**config.mk**
```make
export PLATFORM = sky130hd
export DESIGN_NAME = buttonDebouncer
export DESIGN_NICKNAME = d
export VERILOG_FILES = /design/src/verilog/systemPkg.sv /design/src/verilog/buttonDebouncer.sv
export SDC_FILE = /design/constraint.sdc
export NUM_CORES = 1
export LEC_CHECK = 0
export BUFFER_PORTS_ARGS = -buffer_cell sky130_fd_sc_hd__buf_2
export CORE_ASPECT_RATIO = 0.5
export CORE_MARGIN = 3
export CORE_UTILIZATION = 31
export CTS_BUF_LIST = sky130_fd_sc_hd__clkbuf_4
export DETAILED_ROUTE_END_ITERATION = 10
export SKIP_CTS_REPAIR_TIMING = 1
export SLEW_MARGIN = 20
export SYNTH_ARGS = -nofsm -noshare
export SYNTH_HDL_FRONTEND = slang
export SYNTH_SLANG_ARGS = --single-unit
```
**constraint.sdc**
```tcl
create_clock -name CPUClock -period 2 [get_ports CPUClock]
set_input_delay 0.4 -clock CPUClock [delete_from_list [all_inputs] [get_ports CPUClock]]
set_output_delay 0.4 -clock CPUClock [all_outputs]
set_load 0.1 [all_outputs]
```
**src/verilog/systemPkg.sv**
```systemverilog
package systemPkg;

    // Word RAM geometry
    localparam int RamWords    = 1024;
    localparam int RamAddrBits = 10;

    // Button port
    localparam int ButtonCount    = 7;
    // Lockout after an accepted change, short enough for simulation
    localparam int DebounceCycles = 16;
    localparam int DebounceBits   = $clog2(DebounceCycles + 1);

    // Settle time before the loader talks to the card
    localparam int ResetHoldCycles = 8;
    localparam int HoldBits        = $clog2(ResetHoldCycles + 1);

    // IO selects in the processor address
    localparam int IoButtonBit = 30;
    localparam int IoLedBit    = 29;

    // LED patterns per boot phase
    localparam logic [7:0] LedWaitPattern = 8'b0010_0100;
    localparam logic [7:0] LedSizePattern = 8'b0100_1001;
    localparam logic [7:0] LedLoadPattern = 8'b1001_0010;

    // Card command set of the simplified word protocol
    typedef enum logic [7:0] {
        SdReadOpcode = 8'h03
    } sdOpcodeT;

    typedef enum logic [1:0] {
        loaderWait,
        loaderSize,
        loaderWords,
        loaderRun
    } loaderStateT;

    typedef enum logic [2:0] {
        readerIdle,
        readerSelect,
        readerCommand,
        readerData,
        readerFinish
    } readerStateT;

endpackage
```
**src/verilog/buttonDebouncer.sv**
```systemverilog
`timescale 1ns/1ns

module buttonDebouncer import systemPkg::*; (
    input  logic                   CPUClock,
    input  logic                   rstN,
    input  logic [ButtonCount-1:0] btn,
    output logic [ButtonCount-1:0] buttons
);

    logic [ButtonCount-1:0]  syncA;
    logic [ButtonCount-1:0]  syncB;
    logic [DebounceBits-1:0] lockout [ButtonCount];

    always_ff @(posedge CPUClock or negedge rstN) begin
        if (!rstN) begin
            syncA   <= '0;
            syncB   <= '0;
            buttons <= '0;
            for (int i = 0; i < ButtonCount; i++) begin
                lockout[i] <= '0;
            end
        end else begin
            syncA <= btn;
            syncB <= syncA;
            for (int i = 0; i < ButtonCount; i++) begin
                if (lockout[i] == '0) begin
                    // Idle channel takes the new level and locks
                    if (syncB[i] != buttons[i]) begin
                        buttons[i] <= syncB[i];
                        lockout[i] <= DebounceBits'(1);
                    end
                end else if (lockout[i] == DebounceBits'(DebounceCycles)) begin
                    lockout[i] <= '0;
                end else begin
                    lockout[i] <= lockout[i] + 1'b1;
                end
            end
        end
    end

endmodule

```
**After elaboration in Yosys (flattened, before gate mapping)**

Index checks and enable logic that the tools add are counted.

- Add/subtract/negate cells: 7
- Multipliers: 0
- Divide/modulo/power cells: 0
- Order comparisons: 0
- Eq/ne operators: 21
- Shift operators: 0
- Muxes and demuxes: 21
- Bitwise operators: 0
- Reduce and logical (&&, ||, !) cells: 14

Operator list:

| operator | count |
|---|---|
| 2-to-1 mux 5 bit | 21 |
| adder 5 x 1 -> 5 bit (second input constant) | 7 |
| equality test 5 bit (second input constant) | 7 |
| zero test 5 bit | 7 |
| inequality test 2 x 1 -> 1 bit (second input constant) | 7 |
| AND reduction 2 bit | 7 |
| inequality test 1 bit | 7 |

- Bits in registers: 56
- Latch bits: 0
- Memory bits (writable): 0
- Bits in read-only memories: 0
- Bits of input ports: 9
- Output and inout bits: 7
- Logic and storage cells: 79
- Memories: 0

**Longest topological paths before layout**

Gate-level depths: netlist of run 1.

- Word-level depth: 3
- Depth in mapped cells: 5
- Depth with buffers taken out: 5

**Worst setup path after synthesis of run 1**

Ideal clock, no wire load.

- Path kind: reg2reg
- From: register buttons[2]
- To: register lockout[21] in the netlist's numbering
- Library setup time: 127 ps
- Arrival: 1544 ps
- Required time: 1873 ps
- Path slack: 329 ps
- Cell stages (with the launch flop): 4
- Path buffers: 0
- Period minus slack after synthesis: 1671 ps
- Cells stage by stage: dfrtp_1 -> xnor2_1 -> nand2_2 -> mux2_1

- Longest elaborated chain between the ends: 2

Ends and longest elaborated chain:

| item | line | source |
|---|---|---|
| from (decl) | buttonDebouncer.sv:7 | `output logic [ButtonCount-1:0] buttons` |
| from (signal, indexed assignment) | buttonDebouncer.sv:29 | `buttons[i] <= syncB[i];` |
| inequality test 1 bit | buttonDebouncer.sv:28 | `if (syncB[i] != buttons[i]) begin` |
| inequality test 2 x 1 -> 1 bit (no line) | - |  |
| to (signal, indexed assignment) | buttonDebouncer.sv:30 | `lockout[i] <= DebounceBits'(1);` |
| to (signal, indexed assignment) | buttonDebouncer.sv:35 | `lockout[i] <= lockout[i] + 1'b1;` |
| to (decl) | buttonDebouncer.sv:12 | `logic [DebounceBits-1:0] lockout [ButtonCount];` |

No other way between the ends.
A chain may end at the register's enable or synchronous reset.

**Final worst setup path of run 1**

- From: register lockout[15] in the netlist's numbering
- To: register buttons[3]

- Longest elaborated chain between the ends: 2

Ends and longest elaborated chain:

| item | line | source |
|---|---|---|
| zero test 5 bit | buttonDebouncer.sv:26 | `if (lockout[i] == '0) begin` |
| AND reduction 2 bit (no line) | - |  |

No other way between the ends.

==> out/qor.json, run 1 <==
{
  "tritoncts_clock_tree": "built",
  "postSynth.topFlopCell": "sky130_fd_sc_hd__dfrtp_1",
  "final_core_util_pct": 37.3,
  "floorplan.die.height_um": 70.5,
  "clock_tree.htree_level_count": 2,
  "setup-violations-final": 0,
  "post_synth_and_or_nand_nor_area_fraction_pct": 17.4,
  "edff_count_synth": 0,
  "cts_inserted_buffers": 5,
  "timing.final.hold_violations": 0,
  "route.detailed.vias_per_inst": 4.47,
  "route.final.wire_length_um": 3780,
  "seq_area_frac_synth_pct": 54.3,
  "synth_top_cells_by_area": "sky130_fd_sc_hd__dfrtp_1, sky130_fd_sc_hd__ha_1, sky130_fd_sc_hd__nor4b_4",
  "crit_type": "register to register",
  "fin_setup_tns_ps": 0,
  "synthesis.yosys.warnings": 0,
  "yosys.area_share.xor_xnor_pct": 5.09,
  "worst_setup_hold_path_clk_slew_ps": 150,
  "final_std_cells_w_o_fill": 342,
  "vias_in_the_first_global_route": 1533,
  "cp_arrival_ps": 1900,
  "irDropWorstVdd_mv": 0.711,
  "fp-row-count": 22,
  "grt_pass1_wl_um": 6800,
  "total_power_mw": 4.83,
  "post_route_cells_drive_above_1_share_pct": 19.7,
  "dominant_cell_by_count_in_the_synthesized_netlist": "sky130_fd_sc_hd__dfrtp_1",
  "globalRoute.totalOverflow": 0,
  "post_drt_wl_per_cell_um": 11.0,
  "worst_pin_slew_ps": 491,
  "mean_syn_cell_area_um2": 12.4,
  "numPortBuffers": 15,
  "cts-root-to-sink-buffers": 2,
  "cap_viol_max_count": 0,
  "cell_count_after_synthesis": 209,
  "period_needed_ps": 1630,
  "slew_headroom_pct": 67.5,
  "worst_ep_required_time_ps": 2270,
  "outcome": "finished, final reports clean",
  "insertedDiodeCount": 0,
  "synth_compound_gate_area_share_pct": 6.83,
  "synth_common_cells": "sky130_fd_sc_hd__dfrtp_1, sky130_fd_sc_hd__inv_1, sky130_fd_sc_hd__a21oi_1, sky130_fd_sc_hd__ha_1, sky130_fd_sc_hd__nand2_1",
  "cp_max_fo": 5,
  "final_max_slew_viol_count": 0,
  "root_buffer": "sky130_fd_sc_hd__clkbuf_4",
  "finish.net_count": 256,
  "critical_path.startpoint_type": "register",
  "synth_top_family_by_area": "simple AND/OR/NAND/NOR gates",
  "post_synthesis_mux_area_share_pct": 6.98,
  "boundaryPins": 16,
  "cts.sinks": 56,
  "async_flop_share_pct": 100,
  "achievable-frequency_ghz": 0.612,
  "starting_density_of_the_core_pct": 33.5,
  "layout.filler_cells": 763,
  "syn2layout_area_growth_pct": 11.3,
  "dr.first_iter.drc_count": 28,
  "power_leakage_nw": 1.29,
  "floorplan.die_area_um2": 9520,
  "fin_hold_ws_ps": 115,
  "final.setup_skew_ps": 9.56,
  "yosysUniqueCellTypes": 25,
  "synth_fp_nets": 232,
  "remaining_drc_errors": 0,
  "vias": 1528,
  "dp_hpwl_um": 2660,
  "final_worst_path_period_share_pct": 81.7,
  "gp_congestion": 0.734,
  "cellPowerDensity_nw_per_um2": 1680,
  "grt_antenna_before_repair": 0,
  "firstDrtPassIters": 4,
  "place_inst": 333,
  "largest_net_degree_at_the_start_of_global_routing": 57,
  "ys_ff_latch": 56,
  "rsz0062_at_grt": "false",
  "clk-insertion-delay-late_ps": 370,
  "hold_path_class": "primary input to register",
  "post-synth-top-area-fraction_pct": 54.3,
  "syn-cell-area_um2": 2580,
  "core_region_area_um2": 7710,
  "critical_path.endpoint_type": "register",
  "synth-adder-area-share_pct": 6.79,
  "die_width_um": 135,
  "global_route.usage.total_pct": 8.82,
  "synthDominantAreaCellType": "sky130_fd_sc_hd__dfrtp_1",
  "antenna_left": 0
}
[worst max-delay path, stage by stage (launching register included)]
cell and delay (ps):
sky130_fd_sc_hd__dfrtp_1 440, sky130_fd_sc_hd__inv_1 100, sky130_fd_sc_hd__ha_1 170, sky130_fd_sc_hd__or3b_4 420, sky130_fd_sc_hd__nor2_2 100, sky130_fd_sc_hd__mux2_1 320
[path summary, 6_finish.rpt]
check	startpoint	endpoint	slack, ps	cells after the start
hold reg to reg	syncA[4]$_DFF_PN0_	syncB[4]$_DFF_PN0_	370	0
hold / removal	btn[5]	syncA[5]$_DFF_PN0_	120	1
setup reg to reg	lockout[15]$_DFFE_PN0P_	buttons[3]$_DFFE_PN0P_	370	5
max in group asynchronous	rstN	lockout[3]$_DFFE_PN0P_	1220	3
setup / recovery	lockout[15]$_DFFE_PN0P_	buttons[3]$_DFFE_PN0P_	370	5
min in group asynchronous	rstN	lockout[14]$_DFFE_PN0P_	540	3
[cells by family (layout without fill, tap and decap cells)]
family                     count (synthesis)  after routing
muxes                                     15             15
adders and majority gates                 14             14
buffers and inverters                     18             43
DFF                                       56             56
AOI/OAI and AO/OA                         26             26
xor gates and xnor gates                  15             15
and+or+nand+nor                           65             65
[layout make-up]
class,count,area (um2),share of cell area [%]
Sequential cell,56,1400,48.8
Multi-Input combinational cell,135,1110,38.7
Tap cell,108,135,4.70
Timing Repair Buffer,17,105,3.66
Inverter,18,67.6,2.35
Clock buffer,5,37.5,1.31
Clock inverter,3,13.8,0.479
[registers in the layout, indices dropped and copies added (netlist names)]
signal / cells
lockout: 35
buttons: 7
syncB: 7
syncA: 7
[where the power goes]
part,internal (mW),leakage [nW],switching (mW)
Combinational,0.925,0.585,1.28
Sequential,1.59,0.671,0.565
Clock,0.130,0.0324,0.339
[through the flow]
step / worst slack [ps] / cell area (um2)
after floorplan: 329 / 2580
after global placement: 443 / 2810
after detailed placement: 388 / 2810
after CTS: 335 / 2860
after global routing: 295 / 2870
final: 367 / 2870
[cells in the final DEF (no fill, tap or decap), types with 3 or more instances in the layout]
cell	Yosys	final
sky130_fd_sc_hd__o2bb2ai_1	5	5
sky130_fd_sc_hd__and4_2	3	3
sky130_fd_sc_hd__nand2_2	3	3
sky130_fd_sc_hd__mux2i_1	3	3
sky130_fd_sc_hd__nand2b_1	7	7
sky130_fd_sc_hd__o21ai_0	3	3
sky130_fd_sc_hd__and4_1	4	4
sky130_fd_sc_hd__nand2_1	14	14
sky130_fd_sc_hd__nor3_1	7	7
sky130_fd_sc_hd__nor4b_4	5	5
sky130_fd_sc_hd__nand3_1	10	10
sky130_fd_sc_hd__clkbuf_4	0	5
sky130_fd_sc_hd__mux2_1	6	6
sky130_fd_sc_hd__xnor2_1	13	13
sky130_fd_sc_hd__ha_1	14	14
sky130_fd_sc_hd__inv_1	18	18
sky130_fd_sc_hd__nor2_1	8	8
sky130_fd_sc_hd__buf_2	0	15
sky130_fd_sc_hd__mux2_4	4	4
sky130_fd_sc_hd__dfrtp_1	56	56
sky130_fd_sc_hd__a21oi_1	14	14
[per-layer routing]
metal	vias up	part of all wire [%]	GRT usage, %
li1	775	-	-
met1	733	49	11.1
met2	13	46	14.1
met3	7	3.0	3.02
met4	0	1.6	3.35
met5	-	0	0
(Power assumes the default switching activity.)
==> inputs of run 2 (changes only) <==
--- a/config.mk
+++ b/config.mk
@@ -5,6 +5,7 @@
 export SDC_FILE = /design/constraint.sdc
 export NUM_CORES = 1
 export LEC_CHECK = 0
+export ABC_AREA = 1
 export BUFFER_PORTS_ARGS = -buffer_cell sky130_fd_sc_hd__buf_2
 export CORE_ASPECT_RATIO = 0.5
 export CORE_MARGIN = 3
==> constraint.sdc (replaced) <==
create_clock -name CPUClock -period 1.67 [get_ports CPUClock]
set_input_delay 0.334 -clock CPUClock [delete_from_list [all_inputs] [get_ports CPUClock]]
set_output_delay 0.334 -clock CPUClock [all_outputs]
set_load 0.1 [all_outputs]
==> out/qor.json, run 2 <==
{
  "crit_type": "register to output port",
  "worst_path_dominant_cell_family": "buffers and inverters",
  "worst_setup_hold_path_clk_slew": {"value": 160, "unit": "ps", "change": "about the same"},
  "worst_pin_slew": {"value": 484, "unit": "ps", "change": "-6.44 ps"},
  "numPortBuffers": {"value": 15, "change": "unchanged"},
  "slew_headroom": {"value": 67.9, "unit": "%", "change": "+0.43 points"},
  "synth_common_cells": "sky130_fd_sc_hd__nand2_1, sky130_fd_sc_hd__dfrtp_1, sky130_fd_sc_hd__inv_1",
  "starting_density_of_the_core": {"value": 33.2, "unit": "%", "change": "-0.27 points"},
  "grt_pass1_wl": {"value": 6860, "unit": "um", "change": "+0.91%"},
  "layout.cells.most_common": "sky130_fd_sc_hd__nand2_1",
  "synthDominantAreaCellType": "sky130_fd_sc_hd__dfrtp_1",
  "cp_arrival": {"value": 1240, "unit": "ps", "change": "-660 ps"},
  "outcome": "finished, final reports clean",
  "r2r_cells": {"value": 4, "change": "-1"},
  "cp-endpoint": "buttons[6]",
  "dp_hpwl": {"value": 2710, "unit": "um", "change": "+1.9%"},
  "cellPowerDensity": {"value": 2000, "unit": "nW/um2", "change": "+19%"},
  "core_region_area": {"value": 7600, "unit": "um2", "change": "-1.4%"},
  "crit_chain": "buf_2",
  "cts_inserted_buffers": {"value": 5, "change": "unchanged"},
  "synth_top_cells_by_area": "sky130_fd_sc_hd__dfrtp_1, sky130_fd_sc_hd__nand2_1, sky130_fd_sc_hd__ha_1",
  "clock_tree.htree_level_count": {"value": 2, "change": "unchanged"},
  "reg_with_most_ffs": "lockout",
  "worstReg2RegStart": "lockout[25]$_DFFE_PN0P_",
  "mean_syn_cell_area": {"value": 9.42, "unit": "um2", "change": "-24%"},
  "slowest_delay": {"value": 440, "unit": "ps", "change": "about the same"},
  "final_max_slew_viol_count": {"value": 0, "change": "unchanged"},
  "floorplan.die_area": {"value": 9330, "unit": "um2", "change": "-2.1%"},
  "grt_antenna_before_repair": {"value": 0, "change": "unchanged"},
  "cp_max_fo": {"value": 4, "change": "-1"},
  "vias": {"value": 1696, "change": "+11%"},
  "fp-row-count": {"value": 22, "change": "unchanged"},
  "period_needed_ps": 1580,
  "timing.critical_path.from": "buttons[6]$_DFFE_PN0P_",
  "post-synth-top-area-fraction": {"value": 55.5, "unit": "%", "change": "+1.2 points"},
  "cell_count_after_synthesis": {"value": 268, "change": "+28%"},
  "post_drt_wl_per_cell": {"value": 9.33, "unit": "um", "change": "-16%"},
  "finish.net_count": {"value": 315, "change": "+23%"},
  "synthesis.yosys.warnings": {"value": 0, "change": "unchanged"},
  "hold_path_class": "primary input to register",
  "achievable-frequency_ghz": 0.634,
  "antenna_left": {"value": 0, "change": "unchanged"},
  "final.setup_skew": {"value": 13.3, "unit": "ps", "change": "+3.75 ps"},
  "firstDrtPassIters": {"value": 6, "change": "+2"},
  "final_core_util": {"value": 37.4, "unit": "%", "change": "+0.16 points"},
  "syn-cell-area": {"value": 2520, "unit": "um2", "change": "-2.2%"},
  "cp.buffers_inverters": {"value": 1, "change": "unchanged"},
  "route.detailed.vias_per_inst": {"value": 4.23, "change": "-5.3%"},
  "async_flop_share": {"value": 100, "unit": "%", "change": "unchanged"},
  "dominant_cell_by_count_in_the_synthesized_netlist": "sky130_fd_sc_hd__nand2_1",
  "remaining_drc_errors": {"value": 0, "change": "unchanged"},
  "power_leakage": {"value": 1.41, "unit": "nW", "change": "+9.4%"},
  "post_route_cells_drive_above_1_share": {"value": 12.3, "unit": "%", "change": "-7.4 points"},
  "largest_register_ffs": {"value": 35, "change": "unchanged"},
  "edff_count_synth": {"value": 0, "change": "unchanged"},
  "syn2layout_area_growth_pct": 12.7,
  "route.final.wire_length": {"value": 3740, "unit": "um", "change": "-0.98%"},
  "seq_area_frac_synth": {"value": 55.5, "unit": "%", "change": "+1.2 points"},
  "mostFrequentLayoutCells": "sky130_fd_sc_hd__nand2_1, sky130_fd_sc_hd__dfrtp_1, sky130_fd_sc_hd__inv_1",
  "insertedDiodeCount": {"value": 0, "change": "unchanged"},
  "critical_path.reg2reg.endpoint": "lockout[25]$_DFFE_PN0P_",
  "regToRegSetupSlack": {"value": 500, "unit": "ps", "change": "+130 ps"},
  "globalRoute.totalOverflow": {"value": 0, "change": "unchanged"},
  "cap_viol_max_count": {"value": 0, "change": "unchanged"},
  "worst_ep_required_time": {"value": 1340, "unit": "ps", "change": "-930 ps"},
  "largest_net_degree_at_the_start_of_global_routing": {"value": 57, "change": "unchanged"},
  "root_buffer": "sky130_fd_sc_hd__clkbuf_4",
  "boundaryPins": {"value": 16, "change": "unchanged"},
  "gp_congestion": {"value": 0.770, "change": "+4.9%"},
  "die_width": {"value": 134, "unit": "um", "change": "-1.1%"},
  "timing.final.hold_violations": {"value": 0, "change": "unchanged"},
  "floorplan.die.height": {"value": 69.8, "unit": "um", "change": "-1.0%"},
  "critical_path.endpoint_type": "output port",
  "postSynth.topFlopCell": "sky130_fd_sc_hd__dfrtp_1",
  "clk-insertion-delay-late": {"value": 380, "unit": "ps", "change": "about the same"},
  "rsz0062_at_grt": "false",
  "cts-root-to-sink-buffers": {"value": 2, "change": "unchanged"},
  "yosysUniqueCellTypes": {"value": 15, "change": "-40%"},
  "irDropWorstVdd": {"value": 0.872, "unit": "mV", "change": "+23%"},
  "worst-path-stages": {"value": 1, "change": "-4"},
  "max_stage_delay_cell_worst_path": "sky130_fd_sc_hd__buf_2",
  "vias_in_the_first_global_route": {"value": 1670, "change": "+8.9%"},
  "critical_path.startpoint_type": "register",
  "synth_fp_nets": {"value": 291, "change": "+25%"},
  "dr.first_iter.drc_count": {"value": 68, "change": "+140%"},
  "ys_ff_latch": {"value": 56, "change": "unchanged"},
  "setup-violations-final": {"value": 0, "change": "unchanged"},
  "total_power": {"value": 5.69, "unit": "mW", "change": "+18%"},
  "global_route.usage.total": {"value": 8.89, "unit": "%", "change": "+0.075 points"},
  "tritoncts_clock_tree": "built",
  "fin_setup_tns": {"value": 0, "unit": "ps", "change": "unchanged"},
  "cts.sinks": {"value": 56, "change": "unchanged"},
  "final_worst_path_period_share_pct": 94.5
}
==> run 2: changes by cell type after synthesis, sizes merged, moves of 5 or more <==
cell / delta
and4: -7
inv: +23
mux2: -12
nand2: +44
nand2b: -7
nand3: +12
nor2: +14
nor3: -7
nor4b: -5
o21ai: +18
o21bai: +5
o2bb2ai: -5
==> run 2: kinds of logic after synthesis <==
group	synth area share [%]
AO/OA/AOI/OAI	8.23
XOR/XNOR	3.82
adder cells (fa/ha/maj)	6.94
buffers and inverters	6.10
flip-flops	55.5
AND/OR/NAND/NOR	19.4
==> run 2: final cells by class <==
class,count,area (um2)
tap,108,135
inverter,41,154
timing repair buffer,17,105
sequential,56,1400
multi-input combinational,171,968
clock inverter,2,35.0
fill,758,4750
clock buffer,6,45.0
==> run 2: worst min-delay path by stage <==
stage                            start                      end  slack (ps)  cells past startpoint
detailed placement  syncA[3]$_DFF_PN0_       syncB[3]$_DFF_PN0_         330                      0
finish                          btn[0]       syncA[0]$_DFF_PN0_          40                      1
floorplan                         rstN   buttons[0]$_DFFE_PN0P_          40                      0
global route                    btn[0]       syncA[0]$_DFF_PN0_           5                      1
global placement    syncA[3]$_DFF_PN0_       syncB[3]$_DFF_PN0_         330                      0
CTS                               rstN  lockout[25]$_DFFE_PN0P_         -80                      2
==> run 2: layer usage <==
layer  wire (um)  part of all wire [%]  GRT usage [%]  up-vias
met2        1800                    48           15.4       15
met3         127                   3.4           3.04        8
met5           0                     0              0        -
li1            -                     -              -      886
met1        1750                    47           10.2      787
met4          64                   1.7           3.53        0
==> run 2: power by group <==
part | total, mW | switching (mW) | internal (mW)
registers | 2.44 | 0.533 | 1.91
logic | 2.51 | 1.62 | 0.883
clock network | 0.746 | 0.415 | 0.331
==> run 2: per-stage QoR <==
stage                     instance area, um2  std cells  worst slack [ps]  hold slack [ps]
after detailed placement                2750        392               506              335
after floorplan                         2520        268               205             38.4
final                                   2840        401              91.7             41.2
after CTS                               2830        400              68.9            -83.2
after global placement                  2750        392               543              333
after global routing                    2840        401              8.38             5.00
